$ cat config.mk
export PLATFORM = sky130hd
export DESIGN_NAME = acc_core
export DESIGN_NICKNAME = d
export VERILOG_FILES = /design/src/lockstep_pkg.sv /design/src/acc_core.sv
export SDC_FILE = /design/constraint.sdc
export NUM_CORES = 1
export LEC_CHECK = 0
export BUFFER_PORTS_ARGS = -buffer_cell sky130_fd_sc_hd__buf_2
export CORE_ASPECT_RATIO = 1.75
export CORE_UTILIZATION = 35
export DETAILED_ROUTE_END_ITERATION = 16
export PLACE_DENSITY = 0.56
export RECOVER_POWER = 100
export SLEW_MARGIN = 15
export SYNTH_ARGS = -nofsm -noshare
export SYNTH_HDL_FRONTEND = slang
export SYNTH_SLANG_ARGS = --single-unit
$ cat constraint.sdc
create_clock -name clk_i -period 5.1 [get_ports clk_i]
set_clock_uncertainty 0.15 [all_clocks]
set_input_delay 0 -clock clk_i [delete_from_list [all_inputs] [get_ports clk_i]]
set_output_delay 0 -clock clk_i [all_outputs]
set_load 0.02 [all_outputs]
$ cat src/lockstep_pkg.sv
/* Shared offset, widths and payload types of the lockstep checker.
   LOCKSTEP_OFFSET must be 1 or more; the payload structs are compared as whole vectors. */
package lockstep_pkg;

  ////////////////////////////////////////////////////////////
  // Lockstep timing
  ////////////////////////////////////////////////////////////

  // Cycles by which the shadow core trails the main core
  localparam int unsigned LOCKSTEP_OFFSET = 2;

  // Width of the shadow reset counter, never below 1
  localparam int unsigned LOCKSTEP_OFFSET_W =
      (LOCKSTEP_OFFSET > 1) ? $clog2(LOCKSTEP_OFFSET) : 1;

  ////////////////////////////////////////////////////////////
  // Accumulator core
  ////////////////////////////////////////////////////////////

  // Operand and accumulator width
  localparam int unsigned DATA_W = 32;

  typedef enum logic [1:0] {
    OP_CLEAR = 2'b00,
    OP_LOAD  = 2'b01,
    OP_ADD   = 2'b10,
    OP_XOR   = 2'b11
  } acc_op_e;

  // Inputs seen by both cores, delayed for the shadow
  typedef struct packed {
    logic              op_valid;
    acc_op_e           op;
    logic [DATA_W-1:0] operand;
  } core_in_t;

  // Outputs compared between main and shadow
  typedef struct packed {
    logic [DATA_W-1:0] acc;
    logic              acc_valid;
    logic              busy;
  } core_out_t;

endpackage

$ cat src/acc_core.sv
/* Single-cycle accumulator, one op accepted per cycle with no back-pressure.
   ADD wraps modulo 2**DATA_W; the carry out shows up only on overflow_o. */
module acc_core (
  input  logic                    clk_i,
  input  logic                    rst_ni,

  input  lockstep_pkg::core_in_t  in_i,
  output lockstep_pkg::core_out_t out_o,
  output logic                    overflow_o
);

  import lockstep_pkg::*;

  logic [DATA_W-1:0] acc_d;
  logic [DATA_W-1:0] acc_q;
  logic [DATA_W:0]   add_sum;
  logic              add_carry;
  logic              valid_q;
  logic              overflow_d;
  logic              overflow_q;

  ////////////////////////////////////////////////////////////
  // Datapath
  ////////////////////////////////////////////////////////////

  // One extra bit to catch the carry
  assign add_sum   = {1'b0, acc_q} + {1'b0, in_i.operand};
  assign add_carry = add_sum[DATA_W];

  always_comb begin
    acc_d = acc_q;
    if (in_i.op_valid) begin
      unique case (in_i.op)
        OP_CLEAR: acc_d = '0;
        OP_LOAD:  acc_d = in_i.operand;
        OP_ADD:   acc_d = add_sum[DATA_W-1:0];
        OP_XOR:   acc_d = acc_q ^ in_i.operand;
        default:  acc_d = acc_q;
      endcase
    end
  end

  // Only an add can overflow
  assign overflow_d = in_i.op_valid & (in_i.op == OP_ADD) & add_carry;

  ////////////////////////////////////////////////////////////
  // State
  ////////////////////////////////////////////////////////////

  always_ff @(posedge clk_i or negedge rst_ni) begin
    if (!rst_ni) begin
      acc_q      <= '0;
      valid_q    <= 1'b0;
      overflow_q <= 1'b0;
    end else begin
      acc_q      <= acc_d;
      valid_q    <= in_i.op_valid;
      overflow_q <= overflow_d;
    end
  end

  ////////////////////////////////////////////////////////////
  // Outputs
  ////////////////////////////////////////////////////////////

  // Result strobe lasts one cycle per accepted op
  assign out_o.acc       = acc_q;
  assign out_o.acc_valid = valid_q;
  // Busy while a result is being presented
  assign out_o.busy      = valid_q;

  assign overflow_o = overflow_q;

endmodule

## Word-level counts from Yosys, hierarchy flattened

Cells that the tools add are included.

- Output and inout port bits: 35
- Register bits: 34
- Word-level logic and storage cells: 12
- Input bits: 37

- Eq/ne operators: 3
- Add/sub/neg operators: 1
- Reductions and logical operators: 1
- Multiplexer cells: 1
- Bitwise logic cells: 3

Operators by type and width:

| operator | count |
|---|---|
| 32-bit case mux with 4 select lines | 1 |
| 32-bit by 32-bit adder with 33-bit output | 1 |
| 32-bit bitwise XOR | 1 |
| 2-bit equality test, second input constant | 2 |
| 1-bit AND | 2 |
| 2-bit by 1-bit equality test with 1-bit output, second input constant | 1 |
| 2-bit logical NOT | 1 |

## Longest topological paths before layout

Gate-level depths: netlist of run 1.

- Depth in word-level cells: 3
- Depth in mapped cells: 10
- Depth with buffers taken out: 10

## Least setup slack after synthesis of run 1

No wires, ideal clock.

- Path kind: register to register
- Start point: reg acc_q[0]
- End point: reg overflow_q (netlist: overflow_o)
- Clock period less this slack: 2.779 ns
- Setup time: 0.086 ns
- Stages on the path, launching flop included: 11
- Arrival: 2.543 ns
- Buffers on the path: 0
- Required time: 4.864 ns
- Setup slack: 2.321 ns
- Cells stage by stage: dfrtp_1 -> ha_1 -> inv_1 -> fa_1 -> nand2b_1 -> a21oi_2 -> a31oi_1 -> o31ai_2 -> a21oi_1 -> o41a_1 -> nor3_1

- Longest elaborated chain between the ends: 2

RTL lines:

| item | RTL line | RTL |
|---|---|---|
| from (decl) | acc_core.sv:15 | `logic [DATA_W-1:0] acc_q;` |
| from (signal assigned) | acc_core.sv:52 | `acc_q <= '0;` |
| from (signal assigned) | acc_core.sv:56 | `acc_q <= acc_d;` |
| 32-bit by 32-bit adder with 33-bit output | acc_core.sv:27 | `assign add_sum = {1'b0, acc_q} + {1'b0, in_i.operand};` |
| 1-bit AND | acc_core.sv:44 | `assign overflow_d = in_i.op_valid & (in_i.op == OP_ADD) & add_carry;` |
| net overflow_d | acc_core.sv:19 | `logic overflow_d;` |
| to (signal assigned) | acc_core.sv:58 | `overflow_q <= overflow_d;` |
| to (decl) | acc_core.sv:20 | `logic overflow_q;` |

The timed path passes the listed nets, and every way through them passes these cells.
A chain may end at the register's enable or synchronous reset.

## Worst setup path in the final report of run 1

Same ends and word-level chain as after synthesis.

==> run_results.csv, run 1 <==
group,metric,value,unit
status,outcome,"complete, but fails checks",
status,violations,"capacitance limit, slew limit",
routing,drc,0,
timing,final_period_minus_worst_setup_slack,3.34,ns
synthesis,synth_xor_xnor_area_share,5.30,%
floorplanning,top_level_ports,72,
power,total_leakage_power,1.87,nW
global_routing,grt_first_pass_wirelength,20300,um
power,cell_internal_pwr,0.851,mW
clock_tree,cts_resized,0,
place,gp_congestion,0.936,
floorplanning,floorplan.initialDensity,36.5,%
setup_path,startpoint_type,"flop",
power,comb_power_share,57.3,%
global_routing,first_global_vias,3937,
synthesis,synth_enable_flop_cells,0,
cells_and_area,antenna_cells_inserted,0,
clock_tree,number_of_buffers_created_by_cts,5,
global_routing,grt_ovf,0,
setup_path,timing.rr.start,"acc_q[0]",
floorplanning,fp-row-count,48,
global_routing,grt_start_max_net_pins,36,
synthesis,netlist_top_cells_area,"sky130_fd_sc_hd__dfrtp_1 23%, sky130_fd_sc_hd__ha_1 11%, sky130_fd_sc_hd__a21oi_1 7.8%",
power,irDropWorstVdd,0.169,mV
place,port_buffers,71,
routing,wl_per_cell,19.3,um
synthesis,synth-async-reset-ratio,100,%
cells_and_area,drive_gt1_share,7.71,%
synthesis,ys_seq_area_share,23.4,%
place,placed_area,4030,um2
routing,drtIter0Drc,231,
synthesis,synth.distinct_cells,57,
synthesis,synth_compound_area_share,30.5,%
hold_path,worst_hold_startpoint,"in_i[28]",
routing,vias_per_cell,5.73,
clock_tree,clk_transition_reported_paths,0.06,ns
run,maxCapViolCount,1,
power,power.clock.fraction,19.6,%
timing,fin_crit_sh,65.5,%
power,netSwitchingPower,0.782,mW
setup_path,worstSetupPathType,"flop to flop",
floorplanning,fp.dieArea,10800,um2
timing,grt_setup_unrepaired,"no",
synthesis,yosys_warnings,0,
clock_tree,hold_buffers,29,
clock_tree,clock_latency,0.29,ns
global_routing,initial_antenna_violation_count,0,
routing,route.vias.total,3991,
cells_and_area,nets,640,
synthesis,postSynthCellCount,494,
setup_path,cp_startpoint,"acc_q[0]",
synthesis,ys_seq_elements,34,
timing,setup_total_negative_slack,0,ns
timing,timing.final.max_slew_violations,35,
cells_and_area,final_cell_area,4390,um2
synthesis,post_synth_fa_ha_maj_area_fraction,11.6,%
hold_path,min_path_type,"primary input to flop",
setup_path,crit_fanout,5,
timing,setup_viol_count_final,0,
clock_tree,clk_root_buf,"sky130_fd_sc_hd__clkbuf_16",
synthesis,postSynth.topFlopCell,"sky130_fd_sc_hd__dfrtp_1",
floorplanning,die_y,137,um
setup_path,critical_path.endpoint_type,"flop",
synthesis,ys_top_cells_by_count,"58 x sky130_fd_sc_hd__nand2_1, 57 x sky130_fd_sc_hd__a21oi_1, 52 x sky130_fd_sc_hd__nor2_1",
timing,total_count_of_hold_check_failures_in_the_final_report,0,
timing,worst-slew-pin-transition,2.14,ns
power,cellPowerDensity,372,nW/um2
synthesis,synth.most_common_cell,"sky130_fd_sc_hd__nand2_1",
synthesis,yosys-mux-area-fraction,2.51,%
routing,number_of_detailed_routing_iterations_run_before_antenna_repair,5,
power,fraction_of_power_spent_switching_nets,47.9,%
global_routing,grt_util_all_layers,25.2,%
clock_tree,numClockSinks,34,
routing,antenna_left,0,
cells_and_area,layout-area-overhead-vs-synth,20.6,%
place,dp_hpwl,10500,um
timing,max_clock_freq,0.299,GHz
power,report.power.total,1.63,mW
clock_tree,postCtsSetupBuffers,0,
floorplanning,die_w,79.1,um
synthesis,synth.cell_area,3640,um2
floorplanning,core-area,9970,um2
synthesis,synth_top_cell_by_area,"sky130_fd_sc_hd__dfrtp_1",
synthesis,yosys.area_share.simple,21.3,%
synthesis,synth_top_family_by_area,"compound AO/OA/AOI/OAI gates",
synthesis,synth_fp_nets,564,
synthesis,post_synth.cell_area_avg,7.36,um2
setup_path,worst_ep_required_time,5.13,ns
synthesis,synth_largest_type_area_fraction,23.4,%
setup_path,arrival,3.37,ns
clock_tree,cts_tree,"yes",
routing,wl,13500,um
clock_tree,htree_num_levels,2,
power,seq_power_share,23.1,%
clock_tree,cts_max_path_buffers,2,
timing,max-slew-margin-rel,-42.6,%
-- power groups by stage --
| stage | logic, mW | registers (mW) | clock network, mW |
|---|---|---|---|
| 2_1_floorplan | 0.589 | 0.442 | 0 |
| 3_3_place_gp | 0.934 | 0.377 | 0 |
| 3_5_place_dp | 0.936 | 0.380 | 0 |
| 4_1_cts | 0.958 | 0.375 | 0.326 |
| 5_1_grt | 1.02 | 0.383 | 0.334 |
| 6_report | 0.935 | 0.377 | 0.321 |
-- layout make-up --
cell class,count,area (um2)
inverters,17,63.8
clock buffers,7,143
clock inverters,1,5.00
repair buffers,102,611
multi-input cells,410,2560
well taps,125,156
fillers,1104,5580
flip-flops and latches,34,851
-- final timing paths --
| kind | to | cells past startpoint | slack, ns |
|---|---|---|---|
| max reg2reg | overflow_o | 10 | 1.76 |
| max in group asynchronous | acc_q[19] | 2 | 2.84 |
| min in group asynchronous | acc_q[23] | 2 | 0.73 |
| max | overflow_o | 10 | 1.76 |
| min | acc_q[28] | 5 | 0.007 |
| min reg2reg | acc_q[23] | 2 | 0.39 |
-- state kept, by name, summed over array words and instances (netlist names) --
name and cells:
overflow_o 1, acc_q 32, valid_q 1
-- kinds of logic after synthesis --
family | count (synthesis)
xor+xnor | 22
mux | 9
buf+inv | 50
simple gates | 170
fa+ha+maj | 33
flops | 34
compound gates | 176
-- metrics by stage --
step / hold slack [ns] / instances / setup WS (ns) / utilization (%)
3_5_place_dp: 0.0211 / 659 / 2.10 / 40.4
3_3_place_gp: 0.0145 / 659 / 2.17 / 40.4
4_1_cts: 0.0244 / 696 / 2.08 / 44.8
5_1_grt: 0.0438 / 696 / 1.39 / 44.0
2_1_floorplan: -0.446 / 494 / 2.32 / -
6_report: 0.00721 / 696 / 1.76 / 44.0
-- per-layer routing --
layer  track usage (%)  routed length (um)
met1              24.1                4750
met2              50.5                7760
met5                 0                   0
met3              2.67                 356
met4              13.5                 590
-- cells in the final DEF (no fill, tap or decap), types with 2 or more instances in the layout --
master / synthesis / final
sky130_fd_sc_hd__a211oi_1: 4 / 5
sky130_fd_sc_hd__a21o_1: 9 / 9
sky130_fd_sc_hd__a21oi_1: 57 / 59
sky130_fd_sc_hd__a22oi_1: 13 / 13
sky130_fd_sc_hd__a311oi_1: 2 / 2
sky130_fd_sc_hd__a31oi_1: 10 / 10
sky130_fd_sc_hd__a32oi_1: 2 / 2
sky130_fd_sc_hd__and2_1: 5 / 4
sky130_fd_sc_hd__and3_1: 4 / 4
sky130_fd_sc_hd__buf_2: 3 / 34
sky130_fd_sc_hd__clkbuf_1: 27 / 39
sky130_fd_sc_hd__clkbuf_16: 0 / 5
sky130_fd_sc_hd__dfrtp_1: 34 / 34
sky130_fd_sc_hd__dlygate4sd3_1: 0 / 29
sky130_fd_sc_hd__ha_1: 32 / 32
sky130_fd_sc_hd__inv_1: 17 / 17
sky130_fd_sc_hd__mux2i_1: 8 / 8
sky130_fd_sc_hd__nand2_1: 58 / 58
sky130_fd_sc_hd__nand2b_1: 5 / 5
sky130_fd_sc_hd__nand3_1: 12 / 12
sky130_fd_sc_hd__nand4_1: 10 / 10
sky130_fd_sc_hd__nor2_1: 52 / 52
sky130_fd_sc_hd__nor2b_1: 3 / 3
sky130_fd_sc_hd__nor3_1: 9 / 9
sky130_fd_sc_hd__nor3b_1: 3 / 3
sky130_fd_sc_hd__nor4_1: 5 / 5
sky130_fd_sc_hd__o211ai_1: 2 / 3
sky130_fd_sc_hd__o21ai_0: 42 / 43
sky130_fd_sc_hd__o21bai_1: 5 / 5
sky130_fd_sc_hd__o221ai_1: 7 / 7
sky130_fd_sc_hd__o22ai_1: 3 / 3
sky130_fd_sc_hd__o31ai_1: 1 / 2
sky130_fd_sc_hd__o32ai_1: 1 / 2
sky130_fd_sc_hd__xnor2_1: 7 / 7
sky130_fd_sc_hd__xor2_1: 15 / 15
-- worst max-delay path, cell delays in order, from the launching register on --
cell and delay (ns):
sky130_fd_sc_hd__dfrtp_1 0.36, sky130_fd_sc_hd__ha_1 0.20, sky130_fd_sc_hd__inv_1 0.06, sky130_fd_sc_hd__fa_1 0.38, sky130_fd_sc_hd__nand2b_1 0.18, sky130_fd_sc_hd__a21oi_1 0.27, sky130_fd_sc_hd__a31oi_1 0.18, sky130_fd_sc_hd__o31ai_1 0.64
sky130_fd_sc_hd__a21oi_1 0.23, sky130_fd_sc_hd__o41a_1 0.41, sky130_fd_sc_hd__nor3_1 0.18
No activity file was read; power rests on OpenSTA's default activity.
==> inputs of run 2 (changes only) <==
- ABC_AREA: unset -> 1
- PLACE_DENSITY: 0.56 -> 0.55
- clock period: 5.1 -> 3.21 ns (I/O delays scaled with it)
==> run_results.csv, run 2 <==
group,metric,value,unit
synthesis,yosys_warnings,0,
power,cellPowerDensity,451,nW/um2
synthesis,synth_largest_type_area_fraction,27.5,%
synthesis,postSynth.topFlopCell,"sky130_fd_sc_hd__dfrtp_1",
cells_and_area,regMostFlops,"acc_q",
routing,number_of_detailed_routing_iterations_run_before_antenna_repair,4,
global_routing,first_global_vias,4981,
setup_path,r2r_cells,12,
timing,timing.final.max_slew_violations,35,
clock_tree,cts_tree,"yes",
cells_and_area,final_cell_area,5360,um2
timing,setup_total_negative_slack,0,ns
routing,route.vias.total,5034,
timing,total_count_of_hold_check_failures_in_the_final_report,0,
clock_tree,clock_latency,0.30,ns
cells_and_area,mostFrequentLayoutCell,"sky130_fd_sc_hd__nand2_1",
synthesis,synth_top_cell_by_area,"sky130_fd_sc_hd__nand2_1",
power,cell_internal_pwr,1.25,mW
global_routing,grt_util_all_layers,25.0,%
routing,wl,15600,um
synthesis,synth_enable_flop_cells,0,
clock_tree,postCtsSetupBuffers,0,
clock_tree,clk_transition_reported_paths,0.06,ns
place,dp_hpwl,12500,um
floorplanning,fp.dieArea,13200,um2
timing,worst-slew-pin-transition,2.21,ns
cells_and_area,layout-area-overhead-vs-synth,20.4,%
synthesis,ys_seq_elements,34,
setup_path,worst_path_most_repeated_cell,"sky130_fd_sc_hd__nand3_1",
synthesis,synth_fp_nets,870,
timing,fin_crit_sh,80.2,%
synthesis,synth.cell_area,4450,um2
setup_path,critPathCapture,"acc_q[28]",
synthesis,postSynthCellCount,800,
place,detailedPlace.worstSlack,0.802,ns
setup_path,startpoint_type,"flop",
setup_path,critical_path.endpoint_type,"flop",
setup_path,worstSetupPathType,"flop to flop",
timing,hold_slack,0.106,ns
power,irDropWorstVdd,0.187,mV
floorplanning,top_level_ports,72,
power,power.clock.fraction,21.1,%
cells_and_area,nets,969,
hold_path,worst_hold_startpoint,"in_i[33]",
power,comb_power_share,55.9,%
setup_path,regToRegEndpoint,"acc_q[28]",
synthesis,ys_seq_area_share,19.1,%
timing,max-slew-margin-rel,-47.2,%
power,netSwitchingPower,1.17,mW
hold_path,min_path_type,"primary input to flop",
timing,setup_viol_count_final,0,
run,maxCapViolCount,1,
global_routing,grt_start_max_net_pins,35,
setup_path,worst-r2r-setup-slack,0.64,ns
clock_tree,cts_max_path_buffers,2,
status,violations,"capacitance limit, slew limit",
power,seq_power_share,23.0,%
routing,vias_per_cell,4.72,
hold_path,hold_depth,4,
timing,grt_setup_unrepaired,"no",
synthesis,ys_top_cells_by_count,"326 x sky130_fd_sc_hd__nand2_1, 144 x sky130_fd_sc_hd__inv_1, 65 x sky130_fd_sc_hd__nand3_1",
power,total_leakage_power,3.07,nW
clock_tree,clk_root_buf,"sky130_fd_sc_hd__clkbuf_16",
routing,drc,0,
global_routing,grt_first_pass_wirelength,24600,um
setup_path,crit_fanout,5,
setup_path,cp_startpoint,"acc_q[0]",
synthesis,synth-async-reset-ratio,100,%
floorplanning,die_w,87.3,um
place,placed_area,4960,um2
setup_path,timing.rr.start,"acc_q[0]",
timing,final_period_minus_worst_setup_slack,2.57,ns
synthesis,netlist_top_cells_area,"sky130_fd_sc_hd__nand2_1 27%, sky130_fd_sc_hd__dfrtp_1 19%, sky130_fd_sc_hd__inv_1 12%",
place,gp_congestion,0.883,
cells_and_area,number_of_flip_flops_in_the_largest_register,32,
routing,antenna_left,0,
setup_path,arrival,2.64,ns
power,report.power.total,2.42,mW
floorplanning,die_y,151,um
synthesis,synth.most_common_cell,"sky130_fd_sc_hd__nand2_1",
clock_tree,htree_num_levels,2,
clock_tree,number_of_buffers_created_by_cts,5,
cells_and_area,drive_gt1_share,9.13,%
setup_path,timing.critical_path.slowest_cell_delay,0.39,ns
setup_path,cp_slowest_cell,"sky130_fd_sc_hd__fa_1",
global_routing,grt_ovf,0,
timing,postLayoutSetupSlackWorst,0.636,ns
global_routing,initial_antenna_violation_count,0,
setup_path,worst_ep_required_time,3.28,ns
synthesis,post_synth.cell_area_avg,5.57,um2
cells_and_area,commonest_cells_after_routing_fill_and_taps_aside,"327 x sky130_fd_sc_hd__nand2_1, 144 x sky130_fd_sc_hd__inv_1, 68 x sky130_fd_sc_hd__nand3_1",
routing,drtIter0Drc,203,
routing,wl_per_cell,14.7,um
synthesis,synth.distinct_cells,37,
clock_tree,numClockSinks,34,
timing,max_clock_freq,0.389,GHz
floorplanning,fp-row-count,54,
cells_and_area,filler_cell_count,1462,
place,port_buffers,71,
cells_and_area,antenna_cells_inserted,0,
floorplanning,floorplan.initialDensity,35.8,%
power,fraction_of_power_spent_switching_nets,48.4,%
setup_path,crit_path_cell_trace,"ha_1 > inv_1 > fa_1 > inv_1 > nand3_1 > nand3_1 > nand3_1 > nand3_1 > nand3_1 > nand3_1 > nand3_1 > a21oi_1",
status,outcome,"complete, but fails checks",
floorplanning,core-area,12400,um2
-- run 2: changes by cell type after synthesis, moves of 10 or more --
| cell | previous run | this run |
|---|---|---|
| sky130_fd_sc_hd__nor2_2 | 0 | 13 |
| sky130_fd_sc_hd__nand2_2 | 0 | 10 |
| sky130_fd_sc_hd__a22oi_1 | 13 | 0 |
| sky130_fd_sc_hd__nand3_1 | 12 | 65 |
| sky130_fd_sc_hd__clkbuf_1 | 27 | 6 |
| sky130_fd_sc_hd__inv_1 | 17 | 144 |
| sky130_fd_sc_hd__nand2_1 | 58 | 326 |
| sky130_fd_sc_hd__xor2_1 | 15 | 0 |
| sky130_fd_sc_hd__a21oi_1 | 57 | 39 |
| sky130_fd_sc_hd__o21ai_0 | 42 | 11 |
-- run 2: logic make-up (layout without fill, tap and decap cells) --
logic type,Yosys count,in the layout,synth area share [%]
compound gates,69,69,8.82
xor+xnor,1,1,0.197
fa+ha+maj,33,33,9.44
buf+inv,167,265,14.8
flops,34,34,19.1
simple gates,496,496,47.6
-- run 2: power groups by stage --
stage | Sequential (mW) | Combinational (mW) | Clock (mW)
after floorplan | 0.638 | 0.880 | 0
after global placement | 0.561 | 1.35 | 0
after detailed placement | 0.563 | 1.35 | 0
after CTS | 0.556 | 1.39 | 0.522
after global routing | 0.567 | 1.53 | 0.531
final | 0.557 | 1.35 | 0.511
-- run 2: worst min path at each step --
stage | to | slack (ns)
6_report | acc_q[27] | 0.11
5_1_grt | acc_q[27] | 0.13
4_1_cts | acc_q[27] | 0.12
3_5_place_dp | acc_q[1] | 0.04
3_3_place_gp | acc_q[1] | 0.04
2_1_floorplan | acc_q[0] | -0.45
-- run 2: what timing repair did --
action,CTS,global route
setup endpoints to repair,0,0
resized for setup,0,0
hold buffers,34,0
endpoints found under the hold margin,67,0
-- run 2: routing by layer --
layer | global-route usage, % | up-vias | share of wire [%]
li1 | - | 2659 | -
met1 | 23.1 | 2263 | 36
met2 | 50.5 | 75 | 57
met3 | 2.89 | 37 | 2.1
met4 | 14.0 | 0 | 5.0
met5 | 0 | - | 0
-- run 2: stage by stage --
stage                     utilization (%)  cells
after detailed placement             39.9   1026
after global placement               39.9   1026
final                                43.1   1066
after global routing                 43.1   1066
after CTS                            43.8   1066
after floorplan                         -    800
-- run 2: worst max-delay path: cells and delay by family, from the launching register on --
| family | cells | cell delay, ns |
|---|---|---|
| simple gates | 7 | 0.97 |
| fa+ha+maj | 2 | 0.65 |
| flops | 1 | 0.38 |
| buf+inv | 2 | 0.21 |
| compound gates | 1 | 0.15 |
-- run 2: area by class of cell --
cell class / instances / area [um2] / area share, %
Inverter: 149 / 559 / 10.4
Sequential cell: 34 / 851 / 15.9
Multi-Input combinational cell: 599 / 2920 / 54.4
Clock buffer: 6 / 139 / 2.59
Timing Repair Buffer: 110 / 683 / 12.7
Tap cell: 168 / 210 / 3.92
